## config.mk

```make
export PLATFORM = sky130hd
export DESIGN_NAME = debug_req_gate
export DESIGN_NICKNAME = d
export VERILOG_FILES = /design/src/hw/soc_cfg_pkg.sv /design/src/hw/debug_req_gate.sv
export SDC_FILE = /design/constraint.sdc
export NUM_CORES = 1
export LEC_CHECK = 0
export ABC_AREA = 1
export BUFFER_PORTS_ARGS = -buffer_cell sky130_fd_sc_hd__buf_2
export CAP_MARGIN = 20
export CORE_AREA = 2 2 39 41
export CTS_CLUSTER_SIZE = 14
export DETAILED_ROUTE_END_ITERATION = 10
export DIE_AREA = 0 0 41 43
export SYNTH_ARGS = -nofsm -noshare
export SYNTH_HDL_FRONTEND = slang
export SYNTH_SLANG_ARGS = --single-unit
```

## constraint.sdc

```tcl
create_clock -name clk_i -period 1.8 [get_ports clk_i]
set_input_delay 0.09 -clock clk_i [delete_from_list [all_inputs] [get_ports clk_i]]
set_output_delay 0.09 -clock clk_i [all_outputs]
set_load 0.02 [all_outputs]
```

## src/hw/soc_cfg_pkg.sv

```systemverilog
// Bus widths, memory depths and debug delay shared by every stage of the memory harness
`default_nettype none

package soc_cfg_pkg;

  // --------------------
  // Bus geometry
  // --------------------
  localparam int unsigned addr_width    = 32;
  localparam int unsigned data_width    = 64;
  localparam int unsigned be_width      = data_width / 8;
  localparam int unsigned byte_off_bits = $clog2(be_width);

  typedef logic [addr_width-1:0] addr_t;
  typedef logic [data_width-1:0] data_t;
  typedef logic [be_width-1:0]   be_t;

  // --------------------
  // Memories
  // --------------------
  localparam int unsigned sram_words    = 256;
  localparam int unsigned rom_words     = 32;
  localparam int unsigned sram_idx_bits = $clog2(sram_words);
  localparam int unsigned rom_idx_bits  = $clog2(rom_words);
  localparam int unsigned exit_width    = 32;

  // Boot window before a debugger may halt the core
  localparam int unsigned debug_delay_cycles = 16;
  localparam int unsigned debug_cnt_bits     = $clog2(debug_delay_cycles + 1);

  typedef logic [debug_cnt_bits-1:0] debug_cnt_t;

endpackage

`default_nettype wire

```

## src/hw/debug_req_gate.sv

```systemverilog
// Holds off debug requests for a fixed window after reset and when debug is disabled
`default_nettype none
`timescale 1ns/1ps

module debug_req_gate (
  input  logic clk_i,
  input  logic rst_ni,
  input  logic debug_req_i,
  input  logic debug_enable_i,
  output logic debug_req_o
);

  soc_cfg_pkg::debug_cnt_t cnt_q;

  // Gives boot code time to run before a halt can land
  always_ff @(posedge clk_i or negedge rst_ni) begin
    if (!rst_ni) begin
      cnt_q <= soc_cfg_pkg::debug_cnt_t'(soc_cfg_pkg::debug_delay_cycles);
    end else if (cnt_q != '0) begin
      cnt_q <= cnt_q - 1'b1;
    end
  end

  assign debug_req_o = (cnt_q == '0) && debug_enable_i && debug_req_i;

  a_cnt_bound: assert property (@(posedge clk_i) disable iff (!rst_ni)
    cnt_q <= soc_cfg_pkg::debug_delay_cycles)
    else $error("Debug delay counter above its reset value");

endmodule

`default_nettype wire

```

-- Word-level counts from Yosys, hierarchy flattened
Index checks and enable logic that the tools add are counted.
- register bits after elaboration: 5
- bits of input ports: 4
- output and inout bits: 1
- word-level logic and storage cells: 6
- add/subtract/negate cells: 1
- reduce and logical (&&, ||, !) cells: 4
- operator list (operator ; number):
    logical NOT 5 bit ; 1
    nonzero test 5 bit ; 1
    subtractor 5 x 1 -> 5 bit, second input constant ; 1
    logical AND 1 bit ; 2

-- Depth between registers and ports, before layout
- depth after elaboration: 3
- mapped depth: 7
- mapped depth without buffers: 7

-- Worst setup path after synthesis
No wires, ideal clock.
- path type: reg-to-output
- from: register cnt_q[0]
- to: output debug_req_o
- arrival: 1153 ps
- required time: 1710 ps
- slack: 557 ps
- stages on the path, launching flop included: 7
- path buffers: 0
- cells stage by stage: dfrtp_1 inv_1 ha_1 inv_1 nor2_4 nand2_4 nor2_1
- word-level cells in the longest chain between the ends: 3
- ends and longest elaborated chain (element ; line ; RTL):
    from (decl) ; debug_req_gate.sv:13 ; soc_cfg_pkg::debug_cnt_t cnt_q;
    from (signal assigned) ; debug_req_gate.sv:18 ; cnt_q <= soc_cfg_pkg::debug_cnt_t'(soc_cfg_pkg::debug_delay_cycles);
    from (signal assigned) ; debug_req_gate.sv:20 ; cnt_q <= cnt_q - 1'b1;
    logical NOT 5 bit ; debug_req_gate.sv:24 ; assign debug_req_o = (cnt_q == '0) && debug_enable_i && debug_req_i;
    logical AND 1 bit (2 in series) ; debug_req_gate.sv:24 ;
    to (decl) ; debug_req_gate.sv:10 ; output logic debug_req_o
Every way passes these cells.

-- Final worst setup path
Same ends and word-level chain as after synthesis.

==> flow_summary.ini <==
[logic_synthesis]
synth_warnings = 0
avgSynthCellArea_sq_um = 8.35
synthSimpleGateAreaFrac = 0.364
synth_compound_area_frac = 0.0607
synth-xor-area-share = 0
synth_cell_type_count = 13
synth_top_family_by_area = simple AND/OR/NAND/NOR gates
ys_seq_elements = 5
synthMuxAreaShare = 0
syn-cell-area_sq_um = 309
synth_adder_area_share = 0.0810
seq_area_frac_synth = 0.409
syn_nets = 43
netlist_instances = 37

[global_route]
antenna_found_initial = 0
grt_use_total = 0.0809
grt_max_degree = 7
grt_pass1_wl_um = 841
grt_pass1_vias = 213
grt_remaining_overflow = 0

[cells_and_area]
layout.nets = 53
utilization = 0.278
largest_reg_flops = 5
nFillCells = 154
top_register = cnt_q
drive_gt1_frac = 0.348
num_antenna_cells = 0
reg.largest.list = cnt_q (5)
syn2layout_area_growth_pct = 24.7

[worst_setup_path]
crit_end = debug_req_o
critPathKind = reg2out
reg2reg_depth = 7
rr_endpoint = cnt_q[3]$_DFFE_PN0P_
crit_fanout = 6
critical_path_arrival_ns = 1.42
critPathRequiredTime_ns = 1.71
r2r_slack_ns = 0.62
cp-startpoint = cnt_q[0]$_DFFE_PN0P_
rr_startpoint = cnt_q[0]$_DFFE_PN0P_
endpoint_kind = output pin
start_kind = flop

[route]
routed_wl_um = 445
drc_errors = 0
vias = 235
ant_nets = 0
viasPerCell = 3.79
wl_per_cell_um = 7.18
drt_iter0_markers = 7
firstDrtPassIters = 2

[clock_network]
htreeDepth = 1
clk_pin_slew_ns = 0.04
clkSinkCount = 5
hold_buffers = 1
post_cts_resized = 0
cts_tree = done
cts_buffer_depth = 2
clock_latency_ns = 0.23
cts_made_buffers = 3
cts-root-buf = clkbuf_4
post_cts_buffers = 0

[sta]
final.period_utilization = 0.842
final_max_slew_viol_count = 0
tightestPinTransition_ns = 0.179
max_freq_ghz = 0.660
worst_slew_margin_rel = 0.881
setup_violations = 0
hold_viol_final = 0
setup_tns_ns = 0
min_period_ns = 1.51
rsz0062_at_grt = no
finClkSkew_ns = 0.000373

[die]
io_pins = 5
core_sq_um = 1380
start_util = 0.223
die_h_um = 43
num_rows = 14
fp.dieW_um = 41
dieArea_sq_um = 1760

[worst_hold_path]
hold_class = in2async

[outcome]
status = finished clean

[place]
port_buffers = 4
place_congestion = 0.843
dpl.hpwl_um = 380

[power_and_ir_drop]
power.density_nw_per_um2 = 639
p_leak_uw = 0.000201
vdd_ir_drop_max_uv = 267

[job]
timing.max_cap.violations = 0
## worst min path at each step
| stage | startpoint | endpoint | slack [ns] | depth (start not counted) |
|---|---|---|---|---|
| 5_1_grt | rst_ni | cnt_q[2]$_DFFE_PN0P_ | 0.22 | 2 |
| 4_1_cts | rst_ni | cnt_q[0]$_DFFE_PN0P_ | 0.19 | 2 |
| 3_5_place_dp | rst_ni | cnt_q[3]$_DFFE_PN0P_ | -0.09 | 1 |
| 2_1_floorplan | rst_ni | cnt_q[0]$_DFFE_PN0P_ | -0.21 | 0 |
| 3_3_place_gp | rst_ni | cnt_q[3]$_DFFE_PN0P_ | -0.09 | 1 |
| 6_report | rst_ni | cnt_q[0]$_DFFE_PN0P_ | 0.19 | 2 |
## layout make-up
class / instances / area (sq um) / share of cell area
Timing Repair Buffer: 5 / 30.0 / 0.0779
Multi-Input combinational cell: 25 / 156 / 0.406
Clock buffer: 4 / 26.3 / 0.0682
Tap cell: 16 / 20.0 / 0.0519
Inverter: 7 / 26.3 / 0.0682
Sequential cell: 5 / 126 / 0.328
## routing by layer
metal | GRT usage | up-vias | wire [um]
li1 | - | 129 | -
met2 | 0.0969 | 1 | 239
met1 | 0.0921 | 105 | 201
met5 | 0 | - | 0
met4 | 0.100 | 0 | 0
met3 | 0.0314 | 0 | 4
## metrics by stage
stage	hold slack [ns]	setup slack, ns	std cells	total power (uW)	area [sq um]
global placement	-0.0925	0.544	57	123	349
global route	0.224	0.196	62	260	385
finish	0.193	0.285	62	246	385
detailed placement	-0.0921	0.534	57	123	349
CTS	0.188	0.273	62	254	385
floorplan	-0.206	0.557	37	117	309
## where the power goes
| group | total (uW) | leakage, uW | switching, uW | internal, uW |
|---|---|---|---|---|
| clock network | 123 | 0.0000150 | 40.0 | 83.4 |
| logic | 9.88 | 0.000120 | 4.89 | 4.99 |
| registers | 113 | 0.0000662 | 0 | 113 |
| total | 246 | 0.000201 | 44.9 | 201 |
## worst max-delay path, cell delays in order, from the launching register on
cell and delay (ns):
dfrtp_1 0.37, inv_1 0.14, ha_1 0.16, inv_1 0.06, nor2_4 0.12, nand2_4 0.09
nor2_1 0.08, buf_2 0.16
## cell usage after synthesis (all sizes together)
library cell | count | area [sq um]
inv | 7 | 26.3
a21oi | 2 | 10.0
nor2 | 8 | 50.0
ha | 2 | 25.0
dfrtp | 4 | 100
nand3 | 4 | 20.0
dfstp | 1 | 26.3
o21ai | 1 | 8.76
nand2 | 8 | 42.5
## layout by cell type (no fill, tap or decap), drive strengths merged
| master | synthesis | routed |
|---|---|---|
| dfstp | 1 | 1 |
| inv | 7 | 7 |
| dfrtp | 4 | 4 |
| ha | 2 | 2 |
| clkbuf | 0 | 4 |
| nand2 | 8 | 8 |
| buf | 0 | 4 |
| a21oi | 2 | 2 |
| nor2 | 8 | 8 |
| o21ai | 1 | 1 |
| nand3 | 4 | 4 |
| dlygate4sd3 | 0 | 1 |
## kinds of logic (layout without fill, tap and decap cells)
| logic type | count (synthesis) | count (layout) |
|---|---|---|
| fa+ha+maj | 2 | 2 |
| compound gates | 3 | 3 |
| flops | 5 | 5 |
| simple gates | 20 | 20 |
| buf+inv | 7 | 16 |
No activity file was read; power rests on OpenSTA's default activity.
