### src/hw/soc_cfg_pkg.sv
// Bus widths, memory depths and debug delay shared by every stage of the memory harness
`default_nettype none

package soc_cfg_pkg;

  // --------------------
  // Bus geometry
  // --------------------
  localparam int unsigned addr_width    = 32;
  localparam int unsigned data_width    = 64;
  localparam int unsigned be_width      = data_width / 8;
  localparam int unsigned byte_off_bits = $clog2(be_width);

  typedef logic [addr_width-1:0] addr_t;
  typedef logic [data_width-1:0] data_t;
  typedef logic [be_width-1:0]   be_t;

  // --------------------
  // Memories
  // --------------------
  localparam int unsigned sram_words    = 256;
  localparam int unsigned rom_words     = 32;
  localparam int unsigned sram_idx_bits = $clog2(sram_words);
  localparam int unsigned rom_idx_bits  = $clog2(rom_words);
  localparam int unsigned exit_width    = 32;

  // Boot window before a debugger may halt the core
  localparam int unsigned debug_delay_cycles = 16;
  localparam int unsigned debug_cnt_bits     = $clog2(debug_delay_cycles + 1);

  typedef logic [debug_cnt_bits-1:0] debug_cnt_t;

endpackage

`default_nettype wire

### src/hw/soc_map_pkg.sv
// Address map of the harness and the boot ROM contents, used by the decoder and the memory bank
`default_nettype none

package soc_map_pkg;

  // Target of a decoded request
  typedef enum logic [1:0] {
    REG_ROM,
    REG_SRAM,
    REG_EXIT,
    REG_NONE
  } region_e;

  // --------------------
  // Address map
  // --------------------
  localparam soc_cfg_pkg::addr_t rom_base    = 32'h0001_0000;
  localparam soc_cfg_pkg::addr_t rom_length  = 32'h0000_0100;

  localparam soc_cfg_pkg::addr_t exit_base   = 32'h0002_0000;
  localparam soc_cfg_pkg::addr_t exit_length = 32'h0000_0008;

  localparam soc_cfg_pkg::addr_t sram_base   = 32'h8000_0000;
  localparam soc_cfg_pkg::addr_t sram_length = 32'h0000_0800;

  // --------------------
  // Boot ROM
  // --------------------

  // Tag in the upper half, word index in the lower half
  function automatic soc_cfg_pkg::data_t rom_word(input int unsigned i);
    soc_cfg_pkg::data_t word;
    word = {32'hB007_B007, i[31:0]};
    return word;
  endfunction

endpackage

`default_nettype wire

### src/hw/mem_bus_if.sv
// Decoded request bus from the address decoder to the memory bank and result stage
`default_nettype none
`timescale 1ns/1ps

interface mem_bus_if;

  logic                   req;
  logic                   we;
  soc_cfg_pkg::addr_t     addr;
  soc_cfg_pkg::be_t       be;
  soc_cfg_pkg::data_t     wdata;
  soc_map_pkg::region_e   region;

  // Driven by the decode stage
  modport decoder (
    output req,
    output we,
    output addr,
    output be,
    output wdata,
    output region
  );

  // Seen by the execute and result stages
  modport bank (
    input req,
    input we,
    input addr,
    input be,
    input wdata,
    input region
  );

endinterface

`default_nettype wire

### src/hw/addr_decode.sv
// Decode stage that tags each incoming request with its address map region
`default_nettype none
`timescale 1ns/1ps

module addr_decode (
  input  logic               clk_i,
  input  logic               rst_ni,
  input  logic               req_i,
  input  logic               we_i,
  input  soc_cfg_pkg::addr_t addr_i,
  input  soc_cfg_pkg::be_t   be_i,
  input  soc_cfg_pkg::data_t wdata_i,
  mem_bus_if.decoder         bus
);

  // Half-open range check, base inclusive
  function automatic logic in_range(
    input soc_cfg_pkg::addr_t addr,
    input soc_cfg_pkg::addr_t base,
    input soc_cfg_pkg::addr_t length
  );
    return (addr >= base) && (addr < base + length);
  endfunction

  always_comb begin
    bus.region = soc_map_pkg::REG_NONE;
    if (in_range(addr_i, soc_map_pkg::rom_base, soc_map_pkg::rom_length)) begin
      bus.region = soc_map_pkg::REG_ROM;
    end else if (in_range(addr_i, soc_map_pkg::sram_base, soc_map_pkg::sram_length)) begin
      bus.region = soc_map_pkg::REG_SRAM;
    end else if (in_range(addr_i, soc_map_pkg::exit_base, soc_map_pkg::exit_length)) begin
      bus.region = soc_map_pkg::REG_EXIT;
    end
  end

  assign bus.req   = req_i;
  assign bus.we    = we_i;
  assign bus.addr  = addr_i;
  assign bus.be    = be_i;
  assign bus.wdata = wdata_i;

  // Strobe must be clean once out of reset, every later stage keys off it
  a_req_known: assert property (@(posedge clk_i) disable iff (!rst_ni) !$isunknown(req_i))
    else $error("Request strobe is unknown after reset");

endmodule

`default_nettype wire

### src/flat_wrapper.sv
// flat-port wrapper written by rule: the top's interface ports become plain ports
module addr_decode_flat 
  (clk_i, rst_ni, req_i, we_i, addr_i, be_i, wdata_i, bus_req, bus_we, bus_addr, bus_be, bus_wdata, bus_region);
  mem_bus_if bus_i ();
  input  logic clk_i;
  input  logic rst_ni;
  input  logic req_i;
  input  logic we_i;
  input  soc_cfg_pkg::addr_t addr_i;
  input  soc_cfg_pkg::be_t be_i;
  input  soc_cfg_pkg::data_t wdata_i;
  output wire logic [$bits(bus_i.req)-1:0] bus_req;
  output wire logic [$bits(bus_i.we)-1:0] bus_we;
  output wire logic [$bits(bus_i.addr)-1:0] bus_addr;
  output wire logic [$bits(bus_i.be)-1:0] bus_be;
  output wire logic [$bits(bus_i.wdata)-1:0] bus_wdata;
  output wire logic [$bits(bus_i.region)-1:0] bus_region;
  assign bus_req = bus_i.req;
  assign bus_we = bus_i.we;
  assign bus_addr = bus_i.addr;
  assign bus_be = bus_i.be;
  assign bus_wdata = bus_i.wdata;
  assign bus_region = bus_i.region;
  addr_decode u_core (.clk_i(clk_i), .rst_ni(rst_ni), .req_i(req_i), .we_i(we_i), .addr_i(addr_i), .be_i(be_i), .wdata_i(wdata_i), .bus(bus_i));
endmodule
### config.mk
export PLATFORM = sky130hd
export DESIGN_NAME = addr_decode_flat
export DESIGN_NICKNAME = d
export VERILOG_FILES = /design/src/hw/soc_cfg_pkg.sv /design/src/hw/soc_map_pkg.sv /design/src/hw/mem_bus_if.sv /design/src/hw/addr_decode.sv /design/src/flat_wrapper.sv
export SDC_FILE = /design/constraint.sdc
export NUM_CORES = 1
export LEC_CHECK = 0
export BUFFER_PORTS_ARGS = -buffer_cell sky130_fd_sc_hd__buf_2
export CAP_MARGIN = 30
export CELL_PAD_IN_SITES_DETAIL_PLACEMENT = 1
export CELL_PAD_IN_SITES_GLOBAL_PLACEMENT = 1
export CORE_MARGIN = 2
export CORE_UTILIZATION = 12
export DETAILED_ROUTE_END_ITERATION = 6
export PLACE_DENSITY_LB_ADDON = 0.1
export SYNTH_ARGS = -nofsm -noshare
export SYNTH_HDL_FRONTEND = slang
export SYNTH_SLANG_ARGS = --single-unit
### constraint.sdc
create_clock -name vclk -period 0.85
set_clock_uncertainty 0.1 [all_clocks]
set_input_delay 0 -clock vclk [all_inputs]
set_output_delay 0 -clock vclk [all_outputs]
set_load 0.02 [all_outputs]
Yosys cells after proc, flatten, opt, wreduce, memory -nomap -nowiden. Cells that the tools add are included.

$lt $le $gt $ge: 6. Muxes and demuxes: 3. Reduce and logical (&&, ||, !) cells: 3.

Operator list (count): $ge A32 B17 Y1 const B (1); $ge A32 B18 Y1 const B (1); $ge A32 B32 Y1 const B (1); $lt A32 B17 Y1 const B (1); $lt A32 B18 Y1 const B (1); $lt A32 B32 Y1 const B (1); $mux W2 (2); $logic_and A1 B1 Y1 (3); $mux W1 (1).

Register bits after elaboration: 0. Input bits: 108. Output and inout bits: 108.

Logic depth before layout (Yosys ltp).
Word-level depth: 5. Depth in mapped cells: 3.

Worst setup path before layout. Ideal clock, no wire load.

Path type: input to output. Start: in addr_i[21]. End: out bus_region[1]. Stages: 3. Setup slack: -142 ps. Data required time: 750 ps. Path buffers: 0. Arrival time: 892 ps. Cell sequence: or4_4 > nor3_2 > nand4b_1.

Longest elaborated chain between the ends: 4. Elaborated cells between the ends (all ways): 8. Those cells by class: order compare (4); mux (2); reduce/logical (2).

RTL lines: from (decl) (RTL line flat_wrapper.sv:9) `input soc_cfg_pkg::addr_t addr_i;`; $ge A32 B32 Y1 or $lt A32 B32 Y1 (tied branches) (RTL line addr_decode.sv:22) `return (addr >= base) && (addr < base + length);`; $logic_and A1 B1 Y1 (RTL line addr_decode.sv:22); $mux W2 (RTL line addr_decode.sv:29) `end else if (in_range(addr_i, soc_map_pkg::sram_base, soc_map_pkg::sram_length)) begin`; $mux W2 (*) (RTL line addr_decode.sv:27) `if (in_range(addr_i, soc_map_pkg::rom_base, soc_map_pkg::rom_length)) begin`; to (decl) (RTL line flat_wrapper.sv:17) `output wire logic [$bits(bus_i.region)-1:0] bus_region;`.

Mark *: on every way between the ends. The rest lies on a longest branch, timed or not.

Worst setup path in the final report.
Start: in addr_i[21]. End: out bus_region[0].

Longest elaborated chain between the ends: 5. Elaborated cells between the ends (all ways): 12. Those cells by class: order compare (6); mux (3); reduce/logical (3).

RTL lines: $ge A32 B18 Y1 or $lt A32 B18 Y1 (tied branches) (RTL line addr_decode.sv:22); $logic_and A1 B1 Y1 (RTL line addr_decode.sv:22); $mux W1 (RTL line addr_decode.sv:31) `end else if (in_range(addr_i, soc_map_pkg::exit_base, soc_map_pkg::exit_length)) begin`; $mux W2 (RTL line addr_decode.sv:29); $mux W2 (*) (RTL line addr_decode.sv:27).

Marked as above.

==> impl_metrics.env <==
export IMPL_critPathKind="in -> out"
export IMPL_nNetsFinal=268
export IMPL_design_die_area_um2=8210
export IMPL_floorplan_rows=31
export IMPL_syn_area_um2=900
export IMPL_maxUsedRoutingLayer="met3"
export IMPL_ioPinCount=216
export IMPL_initial_core_util=0.124
export IMPL_vias_per_cell=3.18
export IMPL_final_cell_mix="77 x dlygate4sd3_1, 57 x buf_2, 9 x buf_4"
export IMPL_synthesis_nets=228
export IMPL_irDropWorstVdd_mv=0.208
export IMPL_crit_family="simple AND/OR/NAND/NOR gates"
export IMPL_cp_num_buf_inv=2
export IMPL_drt_drc_violations_left=0
export IMPL_numPortBuffers=60
export IMPL_arrival_ns=1.06
export IMPL_grtUsageTotal=0.0616
export IMPL_critPathMaxStageDelay_ns=0.53
export IMPL_flow_area_growth_from_synthesis_pct=52.3
export IMPL_layout_sequential_cells=0
export IMPL_setup_total_negative_slack_ns=-0.623
export IMPL_antenna_violations_before_repair=0
export IMPL_die_height_um=90.6
export IMPL_pre_cts_ws_ns=-0.380
export IMPL_avgSynthCellArea_um2=7.50
export IMPL_numPlacedInstances=180
export IMPL_run_status="complete, but fails checks"
export IMPL_timing_hold_violations_final=0
export IMPL_drt_pass1_iter_count=1
export IMPL_min_delay_worst_endpoint="bus_addr[21]"
export IMPL_failed_checks="negative setup slack"
export IMPL_met2WireLength_um=1950
export IMPL_timing_final_max_slew_violations=0
export IMPL_rsz0062_at_grt="yes"
export IMPL_synth_cells=120
export IMPL_setup_viol=2
export IMPL_timing_worst_slew_pin_value_ns=0.339
export IMPL_setup_worst_path_start_class="primary input"
export IMPL_floorplan_die_width_um=90.6
export IMPL_grt_pass1_vias=832
export IMPL_timing_critical_path_required_ns=0.75
export IMPL_holdCritPathClass="in -> out"
export IMPL_routed_wl_met3_um=480
export IMPL_synth_seq_area_share=0
export IMPL_timing_critical_path_slowest_stage_cell="or4_4"
export IMPL_ant_nets=0
export IMPL_endpoint_kind="primary output"
export IMPL_drt_first_iter_violations=0
export IMPL_wl_um=3170
export IMPL_layoutNonFillerInstCount=257
export IMPL_layout_worst_path_cycle_share=1.37
export IMPL_netlist_cell_type_count=11
export IMPL_antenna_cells_inserted=0
export IMPL_register_area_um2=0
export IMPL_grt_start_max_net_pins=5
export IMPL_max_cap_viol=0
export IMPL_timing_final_ws_setup_ns=-0.315
export IMPL_critical_path_peak_fanout=2
export IMPL_fmax_mhz=859
export IMPL_detailroute_via_count=817
export IMPL_post_route_cells_drive_above_1_share=0.449
export IMPL_pwr_cell_area_nw_per_um2=630
export IMPL_yosys_warnings=0
export IMPL_core_um2=7250
export IMPL_period_minus_slack_ns=1.16
export IMPL_p_leak_nw=0.622
export IMPL_timing_hold_worst_path_depth=2
export IMPL_grt_overflow=0
export IMPL_grt_first_pass_wirelength_um=4240
export IMPL_detail_route_wl_per_cell_um=12.3
export IMPL_worstPathCellList="buf_6, or4_4, nor3_4, nand4_1, buf_4"
export IMPL_mostFrequentLayoutCell="dlygate4sd3_1"
export IMPL_clock_buffers=0
export IMPL_m1WireLength_um=738
export IMPL_worst_hold_startpoint="addr_i[21]"
export IMPL_relSlewSlack=0.772
export IMPL_gp_congestion=0.605
## power breakdown
group | total (mW) | internal, mW | switching (mW)
combinational | 0.864 | 0.373 | 0.491
clock | 0 | 0 | 0
sequential | 0 | 0 | 0
total | 0.864 | 0.373 | 0.491
## what timing repair did
| action | 4_1_cts | 5_1_grt |
|---|---|---|
| endpoints found under the setup margin | 2 | 2 |
| cloned | 0 | 0 |
| setup buffers | 0 | 0 |
| hold buffers | 77 | 0 |
| gates resized for setup | 3 | 2 |
| hold endpoints to repair | 77 | 0 |
| pin swaps | 1 | 1 |
## logic make-up after synthesis
logic type | Yosys count | share of synthesized area
AOI/OAI and AO/OA | 1 | 0.00974
muxes | 1 | 0.0125
buffers and inverters | 106 | 0.885
and+or+nand+nor | 12 | 0.0932
## cells in the mapped netlist
cell type / n / area share
a31o_1: 1 / 0.0097
and3_1: 1 / 0.0070
buf_4: 106 / 0.88
mux2_2: 1 / 0.013
nand4_1: 1 / 0.0070
nand4b_1: 1 / 0.0097
nor2_1: 1 / 0.0042
nor2b_1: 1 / 0.0070
nor3_2: 1 / 0.011
nor4_1: 5 / 0.035
or4_4: 1 / 0.013
## worst max-delay path by stage
| stage | startpoint | to | slack [ns] | cells past startpoint |
|---|---|---|---|---|
| CTS | addr_i[21] | bus_region[1] | -0.33 | 5 |
| finish | addr_i[21] | bus_region[0] | -0.31 | 5 |
| global placement | addr_i[21] | bus_region[0] | -0.35 | 5 |
| floorplan | addr_i[21] | bus_region[1] | -0.14 | 3 |
| global route | addr_i[21] | bus_region[1] | -0.37 | 5 |
| detailed placement | addr_i[21] | bus_region[0] | -0.38 | 5 |
## routing by layer
| metal | vias up | global-route usage |
|---|---|---|
| met5 | - | 0 |
| met4 | 0 | 0 |
| li1 | 351 | - |
| met3 | 0 | 0.0175 |
| met2 | 113 | 0.144 |
| met1 | 353 | 0.0507 |
## stage by stage
step           hold slack [ns]  total power, mW    util  area (um2)
3_3_place_gp           -0.0999            0.302  0.0800         581
3_5_place_dp           -0.0999            0.298  0.0800         581
6_report                 0.115            0.864   0.189        1370
4_1_cts                  0.117            0.865   0.188        1370
2_1_floorplan           0.0126            0.745       -         900
5_1_grt                  0.123            0.903   0.189        1370
## layout make-up
cell class,instances,area (um2)
fillers,877,5880
multi-input cells,14,111
repair buffers,144,1130
well taps,99,124
Power figures use the tool's default switching activity.
