### src/hw/soc_cfg_pkg.sv
// Bus widths, memory depths and debug delay shared by every stage of the memory harness
`default_nettype none

package soc_cfg_pkg;

  // --------------------
  // Bus geometry
  // --------------------
  localparam int unsigned addr_width    = 32;
  localparam int unsigned data_width    = 64;
  localparam int unsigned be_width      = data_width / 8;
  localparam int unsigned byte_off_bits = $clog2(be_width);

  typedef logic [addr_width-1:0] addr_t;
  typedef logic [data_width-1:0] data_t;
  typedef logic [be_width-1:0]   be_t;

  // --------------------
  // Memories
  // --------------------
  localparam int unsigned sram_words    = 256;
  localparam int unsigned rom_words     = 32;
  localparam int unsigned sram_idx_bits = $clog2(sram_words);
  localparam int unsigned rom_idx_bits  = $clog2(rom_words);
  localparam int unsigned exit_width    = 32;

  // Boot window before a debugger may halt the core
  localparam int unsigned debug_delay_cycles = 16;
  localparam int unsigned debug_cnt_bits     = $clog2(debug_delay_cycles + 1);

  typedef logic [debug_cnt_bits-1:0] debug_cnt_t;

endpackage

`default_nettype wire

### src/hw/soc_map_pkg.sv
// Address map of the harness and the boot ROM contents, used by the decoder and the memory bank
`default_nettype none

package soc_map_pkg;

  // Target of a decoded request
  typedef enum logic [1:0] {
    REG_ROM,
    REG_SRAM,
    REG_EXIT,
    REG_NONE
  } region_e;

  // --------------------
  // Address map
  // --------------------
  localparam soc_cfg_pkg::addr_t rom_base    = 32'h0001_0000;
  localparam soc_cfg_pkg::addr_t rom_length  = 32'h0000_0100;

  localparam soc_cfg_pkg::addr_t exit_base   = 32'h0002_0000;
  localparam soc_cfg_pkg::addr_t exit_length = 32'h0000_0008;

  localparam soc_cfg_pkg::addr_t sram_base   = 32'h8000_0000;
  localparam soc_cfg_pkg::addr_t sram_length = 32'h0000_0800;

  // --------------------
  // Boot ROM
  // --------------------

  // Tag in the upper half, word index in the lower half
  function automatic soc_cfg_pkg::data_t rom_word(input int unsigned i);
    soc_cfg_pkg::data_t word;
    word = {32'hB007_B007, i[31:0]};
    return word;
  endfunction

endpackage

`default_nettype wire

### src/hw/mem_bus_if.sv
// Decoded request bus from the address decoder to the memory bank and result stage
`default_nettype none
`timescale 1ns/1ps

interface mem_bus_if;

  logic                   req;
  logic                   we;
  soc_cfg_pkg::addr_t     addr;
  soc_cfg_pkg::be_t       be;
  soc_cfg_pkg::data_t     wdata;
  soc_map_pkg::region_e   region;

  // Driven by the decode stage
  modport decoder (
    output req,
    output we,
    output addr,
    output be,
    output wdata,
    output region
  );

  // Seen by the execute and result stages
  modport bank (
    input req,
    input we,
    input addr,
    input be,
    input wdata,
    input region
  );

endinterface

`default_nettype wire

### src/hw/resp_select.sv
// Result stage that turns the registered request into rvalid, read data and error
`default_nettype none
`timescale 1ns/1ps

module resp_select (
  input  logic                                 clk_i,
  input  logic                                 rst_ni,
  mem_bus_if.bank                              bus,
  input  soc_cfg_pkg::data_t                   rom_rdata_i,
  input  soc_cfg_pkg::data_t                   sram_rdata_i,
  input  logic [soc_cfg_pkg::exit_width-1:0]   exit_i,
  output logic                                 rvalid_o,
  output soc_cfg_pkg::data_t                   rdata_o,
  output logic                                 err_o
);

  logic                   valid_q;
  logic                   we_q;
  soc_map_pkg::region_e   region_q;

  // Aligned with the execute stage registers
  always_ff @(posedge clk_i or negedge rst_ni) begin
    if (!rst_ni) begin
      valid_q  <= 1'b0;
      we_q     <= 1'b0;
      region_q <= soc_map_pkg::REG_NONE;
    end else begin
      valid_q  <= bus.req;
      we_q     <= bus.we;
      region_q <= bus.region;
    end
  end

  // Writes always answer with zero data
  always_comb begin
    rdata_o = '0;
    if (valid_q && !we_q) begin
      case (region_q)
        soc_map_pkg::REG_SRAM: rdata_o = sram_rdata_i;
        soc_map_pkg::REG_ROM:  rdata_o = rom_rdata_i;
        soc_map_pkg::REG_EXIT: rdata_o = soc_cfg_pkg::data_t'(exit_i);
        default:               rdata_o = '0;
      endcase
    end
  end

  assign rvalid_o = valid_q;
  assign err_o    = valid_q && (region_q == soc_map_pkg::REG_NONE);

  // An error is a response of its own and carries no data
  a_err_valid: assert property (@(posedge clk_i) disable iff (!rst_ni)
    err_o |-> rvalid_o && (rdata_o == '0))
    else $error("Error response without rvalid or with nonzero data");

endmodule

`default_nettype wire

### src/flat_wrapper.sv
// flat-port wrapper written by rule: the top's interface ports become plain ports
module resp_select_flat 
  (clk_i, rst_ni, rom_rdata_i, sram_rdata_i, exit_i, rvalid_o, rdata_o, err_o, bus_req, bus_we, bus_addr, bus_be, bus_wdata, bus_region);
  mem_bus_if bus_i ();
  input  logic clk_i;
  input  logic rst_ni;
  input  soc_cfg_pkg::data_t rom_rdata_i;
  input  soc_cfg_pkg::data_t sram_rdata_i;
  input  logic [soc_cfg_pkg::exit_width-1:0] exit_i;
  output logic rvalid_o;
  output soc_cfg_pkg::data_t rdata_o;
  output logic err_o;
  input wire logic [$bits(bus_i.req)-1:0] bus_req;
  input wire logic [$bits(bus_i.we)-1:0] bus_we;
  input wire logic [$bits(bus_i.addr)-1:0] bus_addr;
  input wire logic [$bits(bus_i.be)-1:0] bus_be;
  input wire logic [$bits(bus_i.wdata)-1:0] bus_wdata;
  input wire logic [$bits(bus_i.region)-1:0] bus_region;
  assign bus_i.req = bus_req;
  assign bus_i.we = bus_we;
  assign bus_i.addr = bus_addr;
  assign bus_i.be = bus_be;
  assign bus_i.wdata = bus_wdata;
  assign bus_i.region = bus_region;
  resp_select u_core (.clk_i(clk_i), .rst_ni(rst_ni), .bus(bus_i), .rom_rdata_i(rom_rdata_i), .sram_rdata_i(sram_rdata_i), .exit_i(exit_i), .rvalid_o(rvalid_o), .rdata_o(rdata_o), .err_o(err_o));
endmodule
### config.mk
export PLATFORM = sky130hd
export DESIGN_NAME = resp_select_flat
export DESIGN_NICKNAME = d
export VERILOG_FILES = /design/src/hw/soc_cfg_pkg.sv /design/src/hw/soc_map_pkg.sv /design/src/hw/mem_bus_if.sv /design/src/hw/resp_select.sv /design/src/flat_wrapper.sv
export SDC_FILE = /design/constraint.sdc
export NUM_CORES = 1
export LEC_CHECK = 0
export ABC_AREA = 1
export ABC_CLOCK_PERIOD_IN_PS = 1800
export BUFFER_PORTS_ARGS = -buffer_cell sky130_fd_sc_hd__buf_2
export CAP_MARGIN = 20
export CORE_AREA = 2 2 131 133
export DETAILED_ROUTE_END_ITERATION = 10
export DIE_AREA = 0 0 133 135
export SLEW_MARGIN = 20
export SYNTH_ARGS = -nofsm -noshare
export SYNTH_HDL_FRONTEND = slang
export SYNTH_SLANG_ARGS = --single-unit
### constraint.sdc
create_clock -name clk_i -period 1.8 [get_ports clk_i]
set_clock_uncertainty 0.15 [all_clocks]
set_input_delay 0.27 -clock clk_i [delete_from_list [all_inputs] [get_ports clk_i]]
set_output_delay 0.27 -clock clk_i [all_outputs]
set_load 0.01 [all_outputs]
== Word-level counts from Yosys, hierarchy flattened ==
Cells that the tools add are included.

* Register bits after elaboration: 4
* Input port bits: 270
* Output and inout bits: 66
* Logic and storage cells: 12

* Eq/ne operators: 3
* Mux-type cells: 2
* Reduce and logical (&&, ||, !) cells: 4

{| class="wikitable"
|+ Operators with widths
! cell !! number
|-
| 64-bit one-hot mux with 3 select lines || 1
|-
| 64-bit two-way mux || 1
|-
| 2-bit == test (second input constant) || 2
|-
| 2-bit by 1-bit == test with 1-bit output (second input constant) || 1
|-
| 1-bit logical AND || 2
|-
| 2-bit logical NOT || 1
|-
| 1-bit logical NOT || 1
|}

== Depth between registers and ports, before layout ==
Gate-level depths: netlist of run 1.

* Word-level depth: 3
* Mapped depth: 7

== Worst setup path before layout of run 1 ==
Ideal clock, no wire load.

* Path type: reg-to-output
* Start: reg u_core.region_q[0]
* End: out rdata_o[33]
* Data arrival time: 1.236 ns
* Path slack: 0.144 ns
* Stages on the path, launching flop included: 7
* Buffers on the path: 2
* Cell sequence: dfstp_2 -> buf_4 -> inv_4 -> nor2_4 -> buf_4 -> nand2_1 -> a21oi_1

* Longest elaborated chain between the ends: 3

{| class="wikitable"
|+ RTL lines
! item !! RTL line !! source
|-
| start, declared || resp_select.sv:19 || <nowiki>soc_map_pkg::region_e region_q;</nowiki>
|-
| start signal, assigned || resp_select.sv:26 || <nowiki>region_q <= soc_map_pkg::REG_NONE;</nowiki>
|-
| start signal, assigned || resp_select.sv:30 || <nowiki>region_q <= bus.region;</nowiki>
|-
| 2-bit == test, or another cell as far along || resp_select.sv:38 || <nowiki>case (region_q)</nowiki>
|-
| 64-bit one-hot mux with 3 select lines * || resp_select.sv:38 ||
|-
| 64-bit two-way mux * || resp_select.sv:37 || <nowiki>if (valid_q && !we_q) begin</nowiki>
|-
| end, declared || flat_wrapper.sv:11 || <nowiki>output soc_cfg_pkg::data_t rdata_o;</nowiki>
|}

Mark *: on every way between the ends. The rest lies on a longest branch, timed or not.

== Final worst setup path of run 1 ==
* Start: reg u_core.region_q[0]
* End: out rdata_o[59]

Same word-level chain as after synthesis.

==> results.ini, run 1 <==
[sta]
final-setup-viol-count = 65
slew_headroom_pct = 87.0
final-max-slew-violation-count = 0
tightest_slew_ns = 0.194
final_period_minus_worst_setup_slack_ns = 2.10
setup_slack_ns = -0.296
clock.fmax_mhz = 477
worst_hold_slack_ns = 0.00356
fin_crit_sh_pct = 116
rsz0062_at_grt = yes
timing_hold_violations_final = 0

[pwr]
worst_ir_drop_vdd_mv = 0.850
pwr-share-comb_pct = 61.2
p_leak_nw = 2.13
clock_power_share_pct = 29.9
switching_power_mw = 0.409
power_consumption_mw = 1.15
power.share.switching_pct = 35.7
seqPwrFrac_pct = 8.9
power.internal_mw = 0.736
powerDensity_nw_per_um2 = 315

[critical_path]
path_max_fanout = 8
crit_slowest_cell = dfstp_2
worstSetupStartpointType = flop
data_required_time_at_the_worst_endpoint_ns = 1.38
end_kind = primary output
worstPathCellList = buf_12 -> inv_8 -> nor2_4 -> buf_12 -> buf_16 -> nand2_4 -> a21oi_2 -> buf_2
critical_path_arrival_ns = 1.68
critical_path.endpoint = rdata_o[59]
worst_stage_delay_on_the_critical_path_ns = 0.55
worstSetupStartpoint = u_core.region_q[0]
crit_path_frequent_cell = buf_12
timing_worst_setup_path_type = reg2out

[placed_design]
gp_congestion = 0.733
pre_cts_slack_ns = -0.0894
placement.io_buffers = 231
placed_cell_area_um2 = 3110
hpwlAfterDp_um = 8420

[routing]
drc_errors = 0
wl_per_cell_um = 13.9
drt_iter0_markers = 92
average_via_count_per_standard_cell = 3.90
postRouteAntennaNets = 0
route.final.wire_length_um = 11000
dr.pass1.iters = 4
dr_total_vias = 3076

[grt]
grt_max_degree = 33
grt_pass1_wl_um = 15300
vias_in_the_first_global_route = 2791
groute.usage.overall_pct = 11.0
grt-ovfl-total = 0
initial_antenna_violation_count = 1

[cts]
cts_num_sinks = 4
tritoncts.num_buffers = 3
clk_transition_reported_paths_ns = 0.03
h-tree-depth = 1
tritoncts_clock_tree = yes
clockRootBuffer = clkbuf_16
clockBufferDepth = 2

[worst_hold_path]
worst_hold_check_path_type = in2reg
hold_path_startpoint = bus_region[0]

[finish]
layout-area-overhead-vs-synth_pct = 132
post-route-cell-area_um2 = 3640
final_net_count = 839
final_util_pct = 22.2
drive_above_1_share_pct = 54.3
layout.area.seq_um2 = 103
multi_input_comb_area_um2 = 1330
fillerInstances = 1874

[outcome]
violations = negative setup slack
run_status = complete, but fails checks

[floorplan]
die-width_um = 133
die_y_um = 135
fp-row-count = 47
die-area_um2 = 18000
num_io_pins = 336
core_region_area_um2 = 16400
initial_utilization_pct = 9.56

[logic_synthesis]
post_synth_num_cell_types = 15
postSynthRegisterBits = 4
synthCells = 329
synthesis.yosys.warnings = 0
syn_nets = 599
seq_area_frac_synth_pct = 6.54
postSynthAreaPerCell_um2 = 4.77
syn_area_um2 = 1570

[flow_run]
drv.max_cap_violation_count = 0

## state kept, by name, indices dropped and copies added, names as in the netlist
signal and flops:
u_core.region_q 2, u_core.we_q 1, u_core.rvalid_o 1
## how the worst min path moves through the flow
stage / end / cells past startpoint / slack (ns)
5_1_grt: u_core.rvalid_o / 1 / 0.0009
3_5_place_dp: u_core.rvalid_o / 1 / -0.07
3_3_place_gp: u_core.rvalid_o / 1 / -0.08
6_report: u_core.region_q[0] / 1 / 0.004
2_1_floorplan: u_core.rvalid_o / 0 / -0.18
4_1_cts: u_core.region_q[0] / 1 / 0.003
## what timing repair did
action,in CTS,in global routing
pin swaps,3,5
gates cloned,4,1
hold buffers,2,0
gates resized for setup,36,27
buffers inserted,3,2
hold endpoints to repair,5,0
setup endpoints to repair,65,65
## cells by family (layout without fill, tap and decap cells)
kind of cell           after synthesis  count (layout)  share of synthesized area [%]
buffers and inverters               65             303                           19.3
AO/OA/AOI/OAI                       32              32                           10.2
flip-flops                           4               4                           6.54
other                                0               1                              0
AND/OR/NAND/NOR                    228             228                           64.0
## cell usage in the layout (no fill, tap or decap), drive strengths merged
| master | count |
|---|---|
| dfrtp | 2 |
| nand2 | 128 |
| bufbuf | 2 |
| a21oi | 32 |
| dfstp | 2 |
| nand3 | 96 |
| clkbuf | 4 |
| inv | 36 |
| nor3 | 1 |
| dlygate4sd3 | 2 |
| buf | 259 |
| diode | 1 |
| nor2 | 3 |
## worst max-delay path: cells and delay by family (launching register included)
family | cells | cell delay (ns)
AO/OA/AOI/OAI | 1 | 0.12
buffers and inverters | 5 | 0.58
flip-flops | 1 | 0.55
AND/OR/NAND/NOR | 2 | 0.20
## power by group through the flow
| stage | combinational (mW) | sequential [mW] | clock (mW) |
|---|---|---|---|
| after floorplan | 0.259 | 0.0998 | 0 |
| after global placement | 0.596 | 0.102 | 0 |
| after detailed placement | 0.599 | 0.102 | 0 |
| after CTS | 0.682 | 0.101 | 0.347 |
| after global routing | 0.772 | 0.102 | 0.354 |
| final | 0.701 | 0.102 | 0.343 |
## cell type report
cell class | instances | area share, %
Sequential cell | 4 | 2.82
Multi-Input combinational cell | 260 | 36.6
Antenna cell | 1 | 0.0688
Timing Repair Buffer | 264 | 46.8
Inverter | 36 | 4.13
Tap cell | 220 | 7.57
Clock buffer | 3 | 2.06
## stage by stage
stage / std cells / setup TNS [ns]
floorplan: 329 / 0
global placement: 772 / -1.50
detailed placement: 772 / -1.41
CTS: 784 / -16.21
global route: 787 / -19.61
finish: 788 / -14.41
## cells in the mapped netlist
| cell type | count | area (um2) |
|---|---|---|
| inv_4 | 1 | 6.26 |
| dfrtp_1 | 2 | 50.1 |
| nor2_4 | 1 | 11.3 |
| nand2_1 | 128 | 480 |
| nor3_1 | 1 | 5.00 |
| nor2_8 | 1 | 20.0 |
| dfstp_2 | 2 | 52.6 |
| inv_2 | 1 | 3.75 |
| buf_2 | 12 | 60.1 |
| a21oi_1 | 32 | 160 |
| clkbuf_1 | 6 | 22.5 |
| nand3_1 | 96 | 480 |
| nor2_2 | 1 | 6.26 |
| inv_1 | 34 | 128 |
| buf_4 | 11 | 82.6 |
## metal layers
layer	share of wire, %	up-vias	track usage [%]
met5	0	-	0
met2	50	159	20.7
met4	0.63	0	1.14
li1	-	1538	-
met3	7.3	4	1.80
met1	42	1375	13.5
Power figures use the tool's default switching activity.
==> inputs of run 2 (changes only) <==
==> constraint.sdc (replaced) <==
create_clock -name clk_i -period 1.8 [get_ports clk_i]
set_clock_uncertainty 0.15 [all_clocks]
set_input_delay 0.18 -clock clk_i [delete_from_list [all_inputs] [get_ports clk_i]]
set_output_delay 0.18 -clock clk_i [all_outputs]
set_load 0.01 [all_outputs]
==> run 2 against run 1 <==
Effect of this change:
- the flow still finishes with violations (negative setup slack)
- sequential power about the same
- non-clock buffer count up 3
- hold slack better by 0.14 ns
- fmax up 8.5%
- sequential share of layout area up 0.069 points
- critical path depth down 2
- via count down 0.88%
==> results.ini, run 2 (synthesis results as in run 1) <==
[routing]
postRouteAntennaNets = 0  ; unchanged
dr.pass1.iters = 4  ; unchanged
wl_per_cell_um = 13.3  ; -4.7%
average_via_count_per_standard_cell = 3.85  ; -1.3%
drt_iter0_markers = 88  ; -4.3%
dr_total_vias = 3049  ; -0.88%
route.final.wire_length_um = 10500  ; -4.4%
drc_errors = 0  ; unchanged

[critical_path]
worstSetupStartpointType = flop
worstPathCellList = buf_12 -> nor2_8 -> buf_12 -> nand2_1 -> a21oi_2 -> buf_2
end_kind = primary output
crit_slowest_cell = dfstp_2
path_max_fanout = 15  ; +7
critical_path_arrival_ns = 1.60  ; -0.08 ns
crit_family = buffers and inverters
timing_worst_setup_path_type = reg2out
worst_stage_delay_on_the_critical_path_ns = 0.40  ; -0.15 ns
data_required_time_at_the_worst_endpoint_ns = 1.47  ; +0.09 ns
crit_path_frequent_cell = buf_12
critical_path_buf_inv_count = 3  ; -2

[grt]
grt-ovfl-total = 0  ; unchanged
grt_max_degree = 34  ; +3.0%
initial_antenna_violation_count = 1  ; unchanged
grt_pass1_wl_um = 14800  ; -3.5%
groute.usage.overall_pct = 10.4  ; -0.55 points
vias_in_the_first_global_route = 2799  ; +0.29%

[floorplan]
die_y_um = 135  ; unchanged
initial_utilization_pct = 9.56  ; unchanged
die-area_um2 = 18000  ; unchanged
num_io_pins = 336  ; unchanged
die-width_um = 133  ; unchanged
fp-row-count = 47  ; unchanged
core_region_area_um2 = 16400  ; unchanged

[cts]
tritoncts.num_buffers = 3  ; unchanged
h-tree-depth = 1  ; unchanged
clockRootBuffer = clkbuf_16
clockBufferDepth = 2  ; unchanged
cts_num_sinks = 4  ; unchanged
clk_transition_reported_paths_ns = 0.03  ; about the same
tritoncts_clock_tree = yes

[placed_design]
placement.io_buffers = 231  ; unchanged
gp_congestion = 0.749  ; +2.2%
hpwlAfterDp_um = 8390  ; -0.28%
pre_cts_slack_ns = -0.0380  ; +0.0514 ns
dp.cells = 773  ; +0.13%

[finish]
layout_commonest_cell = buf_2
drive_above_1_share_pct = 54.0  ; -0.29 points
multi_input_comb_area_um2 = 1300  ; -2.1%
number_of_flip_flops_under_the_largest_register_name = 2  ; unchanged
fillerInstances = 1858  ; -0.85%
layout-area-overhead-vs-synth_pct = 126
layout.cells.most_common_list = buf_2 (222), nand2_1 (118), nand3_1 (87), inv_1 (33), buf_4 (20)
fin_cells = 791  ; +0.38%
largest-register = u_core.region_q
final_util_pct = 21.7  ; -0.53 points
layout.area.seq_um2 = 103  ; unchanged
final_net_count = 842  ; +0.36%

[sta]
final_period_minus_worst_setup_slack_ns = 1.93  ; -0.164 ns
clock.fmax_mhz = 518  ; +8.5%
fin_crit_sh_pct = 107  ; -9.1 points
final-setup-viol-count = 65  ; unchanged
slew_headroom_pct = 83.4  ; -3.7 points
timing_hold_violations_final = 0  ; unchanged
setup_slack_ns = -0.132  ; +0.164 ns
final-max-slew-violation-count = 0  ; unchanged
rsz0062_at_grt = yes
tightest_slew_ns = 0.249  ; +0.0550 ns

[outcome]
violations = negative setup slack
run_status = complete, but fails checks

[flow_run]
drv.max_cap_violation_count = 0  ; unchanged

[pwr]
p_leak_nw = 2.10  ; -1.5%
clock_power_share_pct = 30.6  ; +0.7 points
worst_ir_drop_vdd_mv = 0.915  ; +7.6%
pwr-share-comb_pct = 59.9  ; -1.3 points
powerDensity_nw_per_um2 = 313  ; -0.69%
switching_power_mw = 0.395  ; -3.6%
power.share.switching_pct = 35.5  ; -0.20 points
seqPwrFrac_pct = 9.5  ; +0.6 points
power.internal_mw = 0.716  ; -2.7%

[worst_hold_path]
worst_hold_check_path_type = in2async

-- run 2: changes by cell type in the layout (fill, tap and decap cells not counted), sizes merged --
cell / delta
bufbuf: -2
buf: +2
dlygate4sd3: +3
-- run 2: area by class of cell --
type                            instances  area share (%)
Inverter                               36            3.95
Timing Repair Buffer                  267            46.5
Sequential cell                         4            2.89
Clock buffer                            3            2.11
Multi-Input combinational cell        260            36.7
Antenna cell                            1          0.0704
Tap cell                              220            7.75
-- run 2: power by group through the flow --
stage	Combinational (mW)	Sequential, mW	Clock, mW
3_3_place_gp	0.588	0.108	0
5_1_grt	0.734	0.107	0.353
4_1_cts	0.650	0.106	0.345
3_5_place_dp	0.590	0.108	0
2_1_floorplan	0.259	0.0998	0
6_report	0.665	0.105	0.340
-- run 2: through the flow --
step | cell area [um2] | power [mW] | TNS [ns] | hold WS [ns]
2_1_floorplan | 1570 | 0.359 | 0 | -0.266
3_3_place_gp | 3110 | 0.697 | -0.238 | -0.163
3_5_place_dp | 3110 | 0.698 | -0.162 | -0.163
4_1_cts | 3440 | 1.10 | -7.92 | 0.137
5_1_grt | 3550 | 1.19 | -11.60 | 0.146
6_report | 3550 | 1.11 | -5.95 | 0.144
-- run 2: per-layer routing --
layer | routed length (um) | vias to the layer above | global-route usage, % | share of wire, %
li1 | - | 1542 | - | -
met1 | 4450 | 1358 | 13.1 | 42
met2 | 5260 | 149 | 19.3 | 50
met3 | 792 | 0 | 2.18 | 7.5
met4 | 0 | 0 | 0.299 | 0
met5 | 0 | - | 0 | 0
-- run 2: path summary, 6_finish.rpt --
check                              startpoint                  to  cells past startpoint
max in group asynchronous              rst_ni  u_core.region_q[0]                      2
min in group clk_i                     bus_we         u_core.we_q                      2
hold / removal                         rst_ni         u_core.we_q                      2
setup / recovery           u_core.region_q[0]         rdata_o[46]                      6
-- run 2: timing repair --
action | in CTS | in global routing
cloned | 1 | 1
setup buffers | 6 | 1
pin swaps | 0 | 2
setup endpoints to repair | 65 | 65
hold buffers | 5 | 0
resized for setup | 32 | 24
hold endpoints to repair | 8 | 0
